[src/verilog/if_macros.svh]
// Instruction fetch widths and sizes
// Shared by the fetch packages and the prefetch FIFO

`ifndef IF_MACROS_SVH
`define IF_MACROS_SVH

// Byte address width
`define IF_ADDR_W       32

// Full instruction word and compressed parcel
`define IF_INSTR_W      32
`define IF_PARCEL_W     16

// Trap base forms address bits 31..8
`define IF_TRAP_BASE_W  24

// Interrupt cause for vectored entry
`define IF_CAUSE_W      5

// Prefetch FIFO depth in words
`define IF_FIFO_DEPTH   2

`endif

[src/verilog/if_addr_pkg.sv]
// Address side types of the fetch stage
// Byte addresses, trap vector fields and the redirect source select

`include "if_macros.svh"

package if_addr_pkg;

        typedef logic [`IF_ADDR_W-1:0]      addr_t;
        typedef logic [`IF_TRAP_BASE_W-1:0] trap_base_t;
        typedef logic [`IF_CAUSE_W-1:0]     cause_t;

        // Redirect source, valid while pc_set_i is high
        typedef enum logic [2:0] {
                PC_BOOT,
                PC_JUMP,
                PC_EXC,
                PC_MRET,
                PC_DRET
        } pc_src_e;

        // Trap vector mode, as in mtvec
        typedef enum logic {
                EXC_DIRECT,
                EXC_VECTORED
        } exc_mode_e;

endpackage

[src/verilog/if_instr_pkg.sv]
// Instruction side types of the fetch stage
// FIFO entries and the record handed to decode

`include "if_macros.svh"

package if_instr_pkg;

        typedef logic [`IF_INSTR_W-1:0]  instr_t;
        typedef logic [`IF_PARCEL_W-1:0] parcel_t;

        // One fetched word with its word address
        typedef struct packed {
                instr_t              instr;
                if_addr_pkg::addr_t  addr;
                logic                err;
        } fetch_entry_t;

        // Compressed parcels arrive zero-extended in instr
        typedef struct packed {
                instr_t              instr;
                if_addr_pkg::addr_t  pc;
                logic                is_compressed;
                logic                fetch_err;
        } id_out_t;

endpackage

[src/verilog/pc_select.sv]
// Next-PC selection for the fetch stage
// Forces a boot redirect and the mtvec init pulse right after reset,
// otherwise follows pc_set_i with the source picked by pc_mux_i

`timescale 1ns/1ps
`include "if_macros.svh"

module pc_select (
        input  logic                    clk,
        input  logic                    rst_i,
        input  logic                    pc_set_i,
        input  if_addr_pkg::pc_src_e    pc_mux_i,
        input  if_addr_pkg::exc_mode_e  exc_mode_i,
        input  if_addr_pkg::addr_t      boot_addr_i,
        input  if_addr_pkg::addr_t      jump_target_i,
        input  if_addr_pkg::addr_t      mepc_i,
        input  if_addr_pkg::addr_t      depc_i,
        input  if_addr_pkg::trap_base_t trap_base_i,
        input  if_addr_pkg::cause_t     irq_cause_i,
        input  logic                    is_irq_i,
        output logic                    redirect_o,
        output if_addr_pkg::addr_t      redirect_addr_o,
        output logic                    csr_mtvec_init_o
);

        logic               rst_q;
        logic               boot;
        if_addr_pkg::addr_t exc_addr;
        if_addr_pkg::addr_t sel_addr;

        // High for the cycle after the last reset edge
        always_ff @(posedge clk) begin
                rst_q <= rst_i;
        end

        assign boot = rst_q & ~rst_i;

        // Base with the low byte cleared, plus 4 * cause for vectored irqs
        always_comb begin
                exc_addr = {trap_base_i, {(`IF_ADDR_W - `IF_TRAP_BASE_W){1'b0}}};
                if (exc_mode_i == if_addr_pkg::EXC_VECTORED && is_irq_i) begin
                        exc_addr = exc_addr + if_addr_pkg::addr_t'({irq_cause_i, 2'b00});
                end
        end

        always_comb begin
                case (pc_mux_i)
                        if_addr_pkg::PC_JUMP: sel_addr = jump_target_i;
                        if_addr_pkg::PC_EXC:  sel_addr = exc_addr;
                        if_addr_pkg::PC_MRET: sel_addr = mepc_i;
                        if_addr_pkg::PC_DRET: sel_addr = depc_i;
                        default:              sel_addr = boot_addr_i;
                endcase
                if (boot) begin
                        sel_addr = boot_addr_i;
                end
        end

        assign redirect_o       = boot | pc_set_i;
        assign redirect_addr_o  = {sel_addr[`IF_ADDR_W-1:1], 1'b0};
        assign csr_mtvec_init_o = boot;

endmodule

[src/verilog/prefetch_fifo.sv]
// Prefetch FIFO with a read-only Wishbone classic master
// Fetches words in order while a slot is free, flushes on a redirect

`timescale 1ns/1ps
`include "if_macros.svh"

module prefetch_fifo (
        input  logic                       clk,
        input  logic                       rst_i,
        input  logic                       redirect_i,
        input  if_addr_pkg::addr_t         redirect_addr_i,
        output logic                       wb_cyc_o,
        output logic                       wb_stb_o,
        output if_addr_pkg::addr_t         wb_adr_o,
        input  if_instr_pkg::instr_t       wb_dat_i,
        input  logic                       wb_ack_i,
        input  logic                       wb_err_i,
        output logic                       fetch_valid_o,
        output if_instr_pkg::fetch_entry_t fetch_o,
        input  logic                       fetch_ready_i,
        output logic                       busy_o
);

        localparam int PTR_W = $clog2(`IF_FIFO_DEPTH);

        if_instr_pkg::fetch_entry_t mem [`IF_FIFO_DEPTH];
        logic [PTR_W-1:0]           rd_ptr_q;
        logic [PTR_W-1:0]           wr_ptr_q;
        logic [PTR_W:0]             count_q;
        logic                       cyc_q;
        logic                       discard_q;
        if_addr_pkg::addr_t         adr_q;
        if_addr_pkg::addr_t         next_q;
        if_addr_pkg::addr_t         redir_word;
        logic                       bus_done;
        logic                       push;
        logic                       pop;

        assign redir_word = {redirect_addr_i[`IF_ADDR_W-1:2], 2'b00};
        assign bus_done   = cyc_q & (wb_ack_i | wb_err_i);

        // A redirect wins over both sides of the FIFO
        assign push = bus_done & ~discard_q & ~redirect_i;
        assign pop  = fetch_valid_o & fetch_ready_i & ~redirect_i;

        // --------------------
        // Bus master
        // --------------------
        always_ff @(posedge clk) begin
                if (rst_i) begin
                        cyc_q     <= 1'b0;
                        discard_q <= 1'b0;
                end else if (redirect_i) begin
                        if (!cyc_q || bus_done) begin
                                // Bus is free, start at the new word right away
                                cyc_q     <= 1'b1;
                                discard_q <= 1'b0;
                        end else begin
                                // Let the open cycle finish and drop its data
                                discard_q <= 1'b1;
                        end
                end else if (bus_done) begin
                        cyc_q     <= 1'b0;
                        discard_q <= 1'b0;
                end else if (!cyc_q && count_q < `IF_FIFO_DEPTH) begin
                        cyc_q <= 1'b1;
                end
        end

        // Fetch addresses
        always_ff @(posedge clk) begin
                if (redirect_i) begin
                        if (!cyc_q || bus_done) begin
                                adr_q  <= redir_word;
                                next_q <= redir_word + 'd4;
                        end else begin
                                next_q <= redir_word;
                        end
                end else if (!cyc_q && count_q < `IF_FIFO_DEPTH) begin
                        adr_q  <= next_q;
                        next_q <= next_q + 'd4;
                end
        end

        assign wb_cyc_o = cyc_q;
        assign wb_stb_o = cyc_q;
        assign wb_adr_o = adr_q;

        // --------------------
        // Word FIFO
        // --------------------
        always_ff @(posedge clk) begin
                if (rst_i || redirect_i) begin
                        rd_ptr_q <= '0;
                        wr_ptr_q <= '0;
                        count_q  <= '0;
                end else begin
                        if (push) begin
                                wr_ptr_q <= wr_ptr_q + 1'b1;
                        end
                        if (pop) begin
                                rd_ptr_q <= rd_ptr_q + 1'b1;
                        end
                        count_q <= count_q + push - pop;
                end
        end

        // Error responses are kept and flagged, fetching goes on
        always_ff @(posedge clk) begin
                if (push) begin
                        mem[wr_ptr_q] <= '{instr: wb_dat_i, addr: adr_q, err: wb_err_i};
                end
        end

        assign fetch_valid_o = (count_q != '0);
        assign fetch_o       = mem[rd_ptr_q];
        assign busy_o        = cyc_q | fetch_valid_o;

endmodule

[src/verilog/fetch_aligner.sv]
// Instruction aligner and decode output register
// Splits fetched words into 16 and 32 bit instructions, joins
// instructions that straddle two words, and tracks the PC

`timescale 1ns/1ps
`include "if_macros.svh"

module fetch_aligner (
        input  logic                       clk,
        input  logic                       rst_i,
        input  logic                       redirect_i,
        input  if_addr_pkg::addr_t         redirect_addr_i,
        input  logic                       fetch_valid_i,
        input  if_instr_pkg::fetch_entry_t fetch_i,
        output logic                       fetch_ready_o,
        output logic                       id_valid_o,
        output if_instr_pkg::id_out_t      id_o,
        input  logic                       id_ready_i
);

        logic                  hi_pending_q;
        logic                  skip_lo_q;
        if_instr_pkg::parcel_t hi_q;
        logic                  hi_err_q;
        if_addr_pkg::addr_t    pc_q;
        logic                  valid_q;
        if_instr_pkg::id_out_t out_q;
        if_instr_pkg::parcel_t lo;
        logic                  hi_c;
        logic                  lo_c;
        logic                  out_free;
        logic                  emit;
        logic                  load;
        logic                  fire;
        if_instr_pkg::id_out_t cand;

        assign lo   = fetch_i.instr[`IF_PARCEL_W-1:0];
        assign hi_c = (hi_q[1:0] != 2'b11);
        assign lo_c = (lo[1:0] != 2'b11);

        assign out_free = ~valid_q | id_ready_i;

        // A held compressed upper half needs no new word
        assign emit = hi_pending_q ? (hi_c | fetch_valid_i) : (fetch_valid_i & ~skip_lo_q);
        assign load = emit & out_free & ~redirect_i;

        assign fetch_ready_o = ~redirect_i &
                               ((~hi_pending_q & skip_lo_q) | ((~hi_pending_q | ~hi_c) & out_free));
        assign fire = fetch_valid_i & fetch_ready_o;

        // --------------------
        // Candidate instruction
        // --------------------
        always_comb begin
                cand    = '0;
                cand.pc = pc_q;
                if (hi_pending_q) begin
                        if (hi_c) begin
                                cand.instr         = if_instr_pkg::instr_t'(hi_q);
                                cand.is_compressed = 1'b1;
                                cand.fetch_err     = hi_err_q;
                        end else begin
                                // Straddling word, both halves count for the error
                                cand.instr     = {lo, hi_q};
                                cand.fetch_err = hi_err_q | fetch_i.err;
                        end
                end else begin
                        cand.fetch_err = fetch_i.err;
                        if (lo_c) begin
                                cand.instr         = if_instr_pkg::instr_t'(lo);
                                cand.is_compressed = 1'b1;
                        end else begin
                                cand.instr = fetch_i.instr;
                        end
                end
        end

        // --------------------
        // Control and PC
        // --------------------
        always_ff @(posedge clk) begin
                if (rst_i) begin
                        valid_q      <= 1'b0;
                        hi_pending_q <= 1'b0;
                        skip_lo_q    <= 1'b0;
                end else if (redirect_i) begin
                        valid_q      <= 1'b0;
                        hi_pending_q <= 1'b0;
                        skip_lo_q    <= redirect_addr_i[1];
                end else begin
                        if (out_free) begin
                                valid_q <= emit;
                        end
                        // Upper half stays held unless the lower half was a full instr
                        if (fire) begin
                                hi_pending_q <= skip_lo_q | hi_pending_q | lo_c;
                                skip_lo_q    <= 1'b0;
                        end else if (load) begin
                                hi_pending_q <= 1'b0;
                        end
                end
        end

        always_ff @(posedge clk) begin
                if (redirect_i) begin
                        pc_q <= redirect_addr_i;
                end else if (load) begin
                        pc_q <= pc_q + (cand.is_compressed ? 'd2 : 'd4);
                end
                if (fire) begin
                        hi_q     <= fetch_i.instr[`IF_INSTR_W-1:`IF_PARCEL_W];
                        hi_err_q <= fetch_i.err;
                end
                if (load) begin
                        out_q <= cand;
                end
        end

        assign id_valid_o = valid_q;
        assign id_o       = out_q;

endmodule

[src/verilog/if_stage.sv]
// Instruction fetch stage top level
// PC select, Wishbone prefetch FIFO and aligner towards decode

`timescale 1ns/1ps

module if_stage (
        input  logic                    clk,
        input  logic                    rst_i,
        input  logic                    pc_set_i,
        input  if_addr_pkg::pc_src_e    pc_mux_i,
        input  if_addr_pkg::exc_mode_e  exc_mode_i,
        input  if_addr_pkg::addr_t      boot_addr_i,
        input  if_addr_pkg::addr_t      jump_target_i,
        input  if_addr_pkg::addr_t      mepc_i,
        input  if_addr_pkg::addr_t      depc_i,
        input  if_addr_pkg::trap_base_t trap_base_i,
        input  if_addr_pkg::cause_t     irq_cause_i,
        input  logic                    is_irq_i,
        output logic                    csr_mtvec_init_o,
        output logic                    wb_cyc_o,
        output logic                    wb_stb_o,
        output if_addr_pkg::addr_t      wb_adr_o,
        input  if_instr_pkg::instr_t    wb_dat_i,
        input  logic                    wb_ack_i,
        input  logic                    wb_err_i,
        output logic                    id_valid_o,
        output if_instr_pkg::id_out_t   id_o,
        input  logic                    id_ready_i,
        output logic                    if_busy_o
);

        logic                       redirect;
        if_addr_pkg::addr_t         redirect_addr;
        logic                       fetch_valid;
        if_instr_pkg::fetch_entry_t fetch_entry;
        logic                       fetch_ready;

        pc_select i_pc_select (
                .clk              (clk),
                .rst_i            (rst_i),
                .pc_set_i         (pc_set_i),
                .pc_mux_i         (pc_mux_i),
                .exc_mode_i       (exc_mode_i),
                .boot_addr_i      (boot_addr_i),
                .jump_target_i    (jump_target_i),
                .mepc_i           (mepc_i),
                .depc_i           (depc_i),
                .trap_base_i      (trap_base_i),
                .irq_cause_i      (irq_cause_i),
                .is_irq_i         (is_irq_i),
                .redirect_o       (redirect),
                .redirect_addr_o  (redirect_addr),
                .csr_mtvec_init_o (csr_mtvec_init_o)
        );

        prefetch_fifo i_prefetch_fifo (
                .clk             (clk),
                .rst_i           (rst_i),
                .redirect_i      (redirect),
                .redirect_addr_i (redirect_addr),
                .wb_cyc_o        (wb_cyc_o),
                .wb_stb_o        (wb_stb_o),
                .wb_adr_o        (wb_adr_o),
                .wb_dat_i        (wb_dat_i),
                .wb_ack_i        (wb_ack_i),
                .wb_err_i        (wb_err_i),
                .fetch_valid_o   (fetch_valid),
                .fetch_o         (fetch_entry),
                .fetch_ready_i   (fetch_ready),
                .busy_o          (if_busy_o)
        );

        fetch_aligner i_fetch_aligner (
                .clk             (clk),
                .rst_i           (rst_i),
                .redirect_i      (redirect),
                .redirect_addr_i (redirect_addr),
                .fetch_valid_i   (fetch_valid),
                .fetch_i         (fetch_entry),
                .fetch_ready_o   (fetch_ready),
                .id_valid_o      (id_valid_o),
                .id_o            (id_o),
                .id_ready_i      (id_ready_i)
        );

endmodule

[config.mk]
export PLATFORM = sky130hd
export DESIGN_NAME = if_stage
export DESIGN_NICKNAME = d
export VERILOG_FILES = /design/src/verilog/if_addr_pkg.sv /design/src/verilog/if_instr_pkg.sv /design/src/verilog/pc_select.sv /design/src/verilog/prefetch_fifo.sv /design/src/verilog/fetch_aligner.sv /design/src/verilog/if_stage.sv
export VERILOG_INCLUDE_DIRS = /design/src /design/src/verilog
export SDC_FILE = /design/constraint.sdc
export NUM_CORES = 1
export LEC_CHECK = 0
export ABC_AREA = 1
export BUFFER_PORTS_ARGS = -buffer_cell sky130_fd_sc_hd__buf_2
export CAP_MARGIN = 20
export CORE_ASPECT_RATIO = 1.25
export CORE_UTILIZATION = 45
export DETAILED_ROUTE_END_ITERATION = 8
export GPL_ROUTABILITY_DRIVEN = 0
export GPL_TIMING_DRIVEN = 0
export PLACE_DENSITY_LB_ADDON = 0.3
export SETUP_SLACK_MARGIN = 0.1
export SLEW_MARGIN = 20
export SYNTH_ARGS = -nofsm -noshare
export SYNTH_HDL_FRONTEND = slang
export SYNTH_SLANG_ARGS = --single-unit
[constraint.sdc]
create_clock -name clk -period 5.5 [get_ports clk]
set_clock_uncertainty 0.2 [all_clocks]
set_input_delay 1.1 -clock clk [delete_from_list [all_inputs] [get_ports clk]]
set_output_delay 1.1 -clock clk [all_outputs]
set_load 0.1 [all_outputs]
Yosys cells after proc, flatten, opt, wreduce, memory -nomap -nowiden:

Memory sizes are Yosys's and may differ from the RTL's. A register that Yosys moved wholly into a read port is not among the register bits.
Cells that the tools add are included.
Widths: inputs -> output; s select.

* output and inout port bits: 103
* input port bits: 200
* memory bits (writable): 130
* flip-flop bits (word level): 189
* logic and storage cells: 115
* memories: 1

Memory list
* i_prefetch_fifo.mem: words 2, width 65, read ports 1, clocked after memory_dff 1, wr ports 1, RTL line prefetch_fifo.sv:26 `` if_instr_pkg::fetch_entry_t mem [`IF_FIFO_DEPTH]; ``

* mux-type cells: 35
* reduce and logical (&&, ||, !) cells: 15
* equal/unequal tests: 7
* order comparisons: 1
* bitwise gates (word level): 29
* add/sub/neg operators: 8

Operators by type and width (number)
* $mux 32: 13
* $pmux 32 s4: 1
* $add 32x3->32 const B: 2
* $add 32x32->32: 1
* $add 32x7->32: 1
* $mux 1: 19
* $and 1x1->1: 12
* $reduce_bool 2->1: 6
* $or 1x1->1: 10
* $not 1->1: 7
* $eq 3x2->1 const B: 2
* $ne 2x2->1 const B: 3
* $reduce_and 2->1: 2
* $eq 3x1->1 const B: 1
* $eq 3x3->1 const B: 1
* $mux 3: 1
* $reduce_bool 3->1: 1
* $add 1x1->1 const B: 2
* $add 2x1->2: 1
* $logic_and 1x1->1: 2
* $logic_or 1x1->1: 2
* $lt 2x2->1 const B: 1
* $mux 2: 1
* $reduce_or 2->1: 1
* 2 further kinds: 2

Longest topological paths before layout:

* word-level depth: 10
* gate-level depth with buffers: 23
* depth with buffers taken out: 22

Modules after synthesis:

From an unflattened synthesis, not the netlist that was laid out.

* cell total of the unflattened synthesis: 1691
* area total of the unflattened synthesis: 16054.1 sq um

By module, submodules not included
* prefetch_fifo: cells an instance 840, seq. area each 5725.5 sq um, area an instance 9085.0 sq um, times used 1
* fetch_aligner: cells an instance 513, seq. area each 3513.4 sq um, area an instance 5390.2 sq um, times used 1
* pc_select: cells an instance 338, seq. area each 20.0 sq um, area an instance 1579.0 sq um, times used 1

Worst setup path after synthesis:

Ideal clock, no wire load.

* kind: input port to flip-flop
* start point: input rst_i
* end point: register i_fetch_aligner.out_q (netlist bit i_fetch_aligner.id_o[0]) (enable)
* arrival: 5.245 ns
* setup slack: -0.433 ns
* buffers on the path: 3
* setup time: 0.488 ns
* data required time: 4.812 ns
* cell stages on the path: 7
* cells stage by stage: nor2_1 nor2_1 inv_1 clkbuf_1 clkbuf_1 clkbuf_1 nor2_1

* word-level cells in the longest chain between the ends: 5

Ends and longest elaborated chain
* start, declared: RTL line if_stage.sv:8 `input logic rst_i,`
* $not 1->1: RTL line pc_select.sv:36 `assign boot = rst_q & ~rst_i;`
* $and 1x1->1: RTL line pc_select.sv:36
* $or 1x1->1: RTL line pc_select.sv:59 `assign redirect_o = boot | pc_set_i;`
* $not 1->1: RTL line fetch_aligner.sv:45 `assign load = emit & out_free & ~redirect_i;`
* $and 1x1->1: RTL line fetch_aligner.sv:45
* named net i_fetch_aligner.load: RTL line fetch_aligner.sv:33 `logic load;`
* end signal, assigned: RTL line fetch_aligner.sv:115 `out_q <= cand;`
* end, declared: RTL line fetch_aligner.sv:27 `if_instr_pkg::id_out_t out_q;`

The timed path passes the listed nets, and every way through them passes these cells.
A chain may end at the register's enable or synchronous reset.

==> out/summary.md <==
The flow ran to the end, and the final reports show no timing, DRC or antenna violations. The endpoint type of the worst setup path was a register. The tree is rooted in a sky130_fd_sc_hd__clkbuf_16. The vertical die dimension was 194 um. Based on the critical path, the design can be clocked at up to 0.212 GHz. At the pin with the least slew margin, the transition time is 0.899 ns. After global routing, the most crowded layer is met2. The power density over cell area works out to 302 nW/um^2.

The biggest area contributor in the post-synthesis netlist is sky130_fd_sc_hd__edfxtp_1. In this run the worst path has a maximum fanout of 9. Setup violations remaining at the end of the flow were counted as 0. Setup total negative slack on the finished layout was measured at 0 ns. Detailed routing inserted a total of 11500 vias. IR analysis of the VDD net gives a maximum drop of 0.000179 V. The total of warnings raised by yosys was 0.

The number of flops mapped to enable cells by yosys came out at 239. Worst endpoint required time: 5.56 ns. The logs give 2613 for the filler cell count and 0 for the number of maximum-capacitance violations.

Across all hold checks on the routed design, the worst slack comes to 0.278 ns. The floorplan has 69 rows. The capture endpoint of the worst hold path was i_prefetch_fifo.rd_ptr_q$_SDFFE_PP0P_.

The tools report the effective utilization at floorplan as 46.2%. Of the available clock period, the critical path in the final layout requires 85.6%. Launch point of the worst hold path: i_prefetch_fifo.rd_ptr_q$_SDFFE_PP0P_. Level count of the clock H-tree: 1. The mean number of vias per cell is 5.12. Summed over all layers, the global routing overflow is 0. Detailed placement finished with a half-perimeter wire length of 29700 um. Cells with a size suffix above 1 make up 22.8% of the layout. The run gives 0.52 ns as the clock insertion delay at the later pin of the skew report. The path category of the worst min-delay check was register to register. Number of max-slew violations in the final report: 0.

Global routing used 24.4% of the available tracks across all layers. The count of endpoints failing hold in the final timing report came out at 0. The worst endpoint data arrival time is 4.77 ns.

Entering global routing, the biggest net connects 32 pins. Setup repair after global routing left no endpoint under its margin. The top flip-flop cell by instance count after synthesis was sky130_fd_sc_hd__edfxtp_1. The number of clock sinks was 250. The run gives 1504 as the number of cells produced by synthesis. The TritonCTS buffer count is 23, and the number of distinct standard cells referenced by the synthesized netlist is 50.

In this run the horizontal extent of the chip is 156 um. After the last flow step, the layout net total stands at 2039. The total core area is 28700 sq um, and the synthesized area divided by synthesized cell count is 8.81 sq um. The floorplan step defined a die boundary enclosing 30100 sq um. The shortest period the worst path allows was 4.71 ns. For this design, the CTS-stage hold fixing added 0 buffers.

Yosys attributes the largest share of cell area to sky130_fd_sc_hd__edfxtp_1 54%, sky130_fd_sc_hd__nand2_1 14%, sky130_fd_sc_hd__nor2_1 4.6%. Dividing the detail-routed wire length by the instance count gives 16.4 um. For the met1 usage, the log shows 27.9%.

The port buffer count works out to 294. In the post-synthesis netlist, the cell with the most instances is sky130_fd_sc_hd__nand2_1. The clock-pin slew on the worst setup and hold paths came out at 0.06 ns.

The synthesized netlist occupies a cell area of 13300 sq um. Compared with the post-synthesis result, the final layout area differs by 21.7%. The tools report the endpoint of the worst register-to-register path as i_fetch_aligner.pc_q[31]$_DFFE_PP_. For this design the static power due to leakage is 6.90 nW.

The total detailed-routing wirelength was 36700 um. In this run, post-CTS repair resized a total of 0 instances. STA classifies the critical path startpoint as a register.

The count of nets left with antenna violations once routing finished came out at 0. The clock passes through at most 3 buffers. Global routing consumed, on the met3 layer, 2.95% of the routing resources. The via count of the first global-routing pass is 11400, and the sequential-to-total area share from yosys stat is 55.8%. The post-CTS setup repair buffer count came out at 0. The run gives 39.7% as the relative slew slack.

The initial antenna violation count is 1. The first global-routing pass estimated 57200 um of wire. After synthesis, the largest area contributor takes up 54.1% of total cell area.

In this run the count of I/O pins placed on the die edge is 303. The total DRC errors in the routed layout came out at 0. In the global route stage, met2 resource usage came out at 44.9%.

Counting cells, the worst reg-to-reg path comes to 23. The worst-case register-to-register setup slack is 0.79 ns, and the fraction of the core area covered by cells at the end of the flow is 56.3%. Of all flip-flops after synthesis, the portion carrying an async set or reset was 0%. TritonCTS built the clock tree. Category of the most critical setup path: register to register. The worst hold path was traced through 2 stages.

Number of register bits inferred by synthesis: 250. By count the netlist is led by 482 x sky130_fd_sc_hd__nand2_1, 239 x sky130_fd_sc_hd__edfxtp_1, 162 x sky130_fd_sc_hd__nor2_1. The initial DRC count was 968. For the number of optimization iterations in the first detailed-route pass, the log shows 5.
==> worst max-delay path, stage by stage, from the launching register on <==
cell and delay [ns]:
sky130_fd_sc_hd__dfxtp_1 0.30, sky130_fd_sc_hd__clkbuf_1 0.31, sky130_fd_sc_hd__clkinv_1 0.35, sky130_fd_sc_hd__or2_2 0.36, sky130_fd_sc_hd__o21ai_0 0.08, sky130_fd_sc_hd__or2_2 0.14
sky130_fd_sc_hd__nor2_1 0.15, sky130_fd_sc_hd__nor2_1 0.24, sky130_fd_sc_hd__ha_1 0.23, sky130_fd_sc_hd__fa_1 0.22, sky130_fd_sc_hd__inv_1 0.05, sky130_fd_sc_hd__nor2_1 0.17
sky130_fd_sc_hd__nand2_1 0.09, sky130_fd_sc_hd__nor2_1 0.16, sky130_fd_sc_hd__nand2_1 0.10, sky130_fd_sc_hd__nor2_1 0.22, sky130_fd_sc_hd__nand3b_1 0.19, sky130_fd_sc_hd__nor2_1 0.29
sky130_fd_sc_hd__inv_1 0.10, sky130_fd_sc_hd__nor2_1 0.17, sky130_fd_sc_hd__nand2_1 0.09, sky130_fd_sc_hd__xnor2_1 0.13, sky130_fd_sc_hd__nand2_1 0.05, sky130_fd_sc_hd__nand2_1 0.06
==> report_power, final <==
| group | switching (mW) | internal, mW | total (mW) | leakage (nW) |
|---|---|---|---|---|
| clock network | 0.676 | 0.820 | 1.50 | 0.344 |
| registers | 0.0888 | 2.25 | 2.34 | 2.37 |
| logic | 0.782 | 0.254 | 1.04 | 4.19 |
| total | 1.55 | 3.33 | 4.88 | 6.90 |
==> per-layer routing <==
| layer | wire length (um) | up-vias | share of wire (%) |
|---|---|---|---|
| met3 | 2830 | 101 | 7.7 |
| met4 | 1710 | 0 | 4.6 |
| met2 | 18500 | 570 | 50 |
| met1 | 13700 | 5101 | 37 |
| li1 | - | 5685 | - |
| met5 | 0 | - | 0 |
==> metrics by stage <==
step / std cells / worst slack, ns / power (mW) / cell area [sq um]
floorplan: 1506 / 0.489 / 3.11 / 13300
global placement: 2190 / -0.484 / 3.38 / 15200
global route: 2239 / 0.205 / 5.06 / 16100
finish: 2239 / 0.791 / 4.88 / 16100
detailed placement: 2197 / 0.794 / 3.41 / 15400
CTS: 2238 / 0.762 / 4.89 / 16100
==> state kept, by name, summed over array words and instances, names as in the netlist, named ones only <==
name,flops
i_fetch_aligner.hi_err_q,1
i_fetch_aligner.hi_pending_q,1
i_fetch_aligner.hi_q,16
i_fetch_aligner.id_o,65
i_fetch_aligner.id_valid_o,1
i_fetch_aligner.pc_q,31
i_fetch_aligner.skip_lo_q,1
i_pc_select.rst_q,1
i_prefetch_fifo.count_q,2
i_prefetch_fifo.discard_q,1
i_prefetch_fifo.mem,66
i_prefetch_fifo.next_q,30
i_prefetch_fifo.rd_ptr_q,1
i_prefetch_fifo.wb_adr_o,30
i_prefetch_fifo.wb_cyc_o,1
i_prefetch_fifo.wr_ptr_q,1
==> final cells by class <==
| cell class | instances | area, sq um | area share, % |
|---|---|---|---|
| inverters | 142 | 536 | 3.32 |
| diodes | 1 | 2.50 | 0.0155 |
| clock buffers | 25 | 583 | 3.61 |
| well taps | 390 | 488 | 3.02 |
| clock inverters | 16 | 121 | 0.752 |
| multi-input cells | 1061 | 5060 | 31.4 |
| repair buffers | 301 | 1630 | 10.1 |
| plain buffers | 53 | 308 | 1.91 |
| flip-flops and latches | 250 | 7400 | 45.9 |
==> logic make-up after synthesis <==
family,share of synthesized area [%]
AND/OR/NAND/NOR,26.5
XOR/XNOR,1.98
adder cells (fa/ha/maj),0.717
multiplexers,1.13
AO/OA/AOI/OAI,7.45
buffers and inverters,6.36
flip-flops,55.8
other,0.0283
==> cell usage in the layout (no fill, tap or decap), types with 3 or more instances in the layout <==
cell                           n
sky130_fd_sc_hd__nand2_2       5
sky130_fd_sc_hd__nor4_1        5
sky130_fd_sc_hd__nand2_1     481
sky130_fd_sc_hd__buf_2       300
sky130_fd_sc_hd__nand3b_1      4
sky130_fd_sc_hd__o211ai_1      7
sky130_fd_sc_hd__a31oi_1       3
sky130_fd_sc_hd__inv_2         4
sky130_fd_sc_hd__clkinv_2      7
sky130_fd_sc_hd__xnor2_1       6
sky130_fd_sc_hd__dfxtp_1      11
sky130_fd_sc_hd__inv_1       134
sky130_fd_sc_hd__buf_16        5
sky130_fd_sc_hd__mux2i_1      15
sky130_fd_sc_hd__nand4_1      37
sky130_fd_sc_hd__nor2_4       10
sky130_fd_sc_hd__a21oi_2      10
sky130_fd_sc_hd__o21ai_0     110
sky130_fd_sc_hd__buf_4        12
sky130_fd_sc_hd__buf_6         8
sky130_fd_sc_hd__nor2_1      158
sky130_fd_sc_hd__clkinvlp_4    3
sky130_fd_sc_hd__a21oi_1      25
sky130_fd_sc_hd__xor2_1       24
sky130_fd_sc_hd__ha_1          6
sky130_fd_sc_hd__nor2_2       14
sky130_fd_sc_hd__clkbuf_16    23
sky130_fd_sc_hd__clkinv_1      5
sky130_fd_sc_hd__nor3_1       22
sky130_fd_sc_hd__nand3_1      81
sky130_fd_sc_hd__clkbuf_1     26
sky130_fd_sc_hd__edfxtp_1    239
sky130_fd_sc_hd__buf_1         4
sky130_fd_sc_hd__conb_1        3
sky130_fd_sc_hd__or2_2         6
sky130_fd_sc_hd__o21ai_1       7
==> worst max path at each step <==
stage | start | end | slack (ns) | cells past startpoint
floorplan | rst_i | i_prefetch_fifo.wb_adr_o[10]$_DFFE_PP_ | 0.49 | 6
global placement | rst_i | i_fetch_aligner.id_o[30]$_DFFE_PP_ | -0.48 | 8
detailed placement | register | i_fetch_aligner.pc_q[31]$_DFFE_PP_ | 0.79 | 23
CTS | register | i_fetch_aligner.pc_q[31]$_DFFE_PP_ | 0.76 | 23
global route | register | i_fetch_aligner.pc_q[31]$_DFFE_PP_ | 0.20 | 23
finish | register | i_fetch_aligner.pc_q[31]$_DFFE_PP_ | 0.79 | 23
Note: power is estimated with default switching activity, not from simulation.
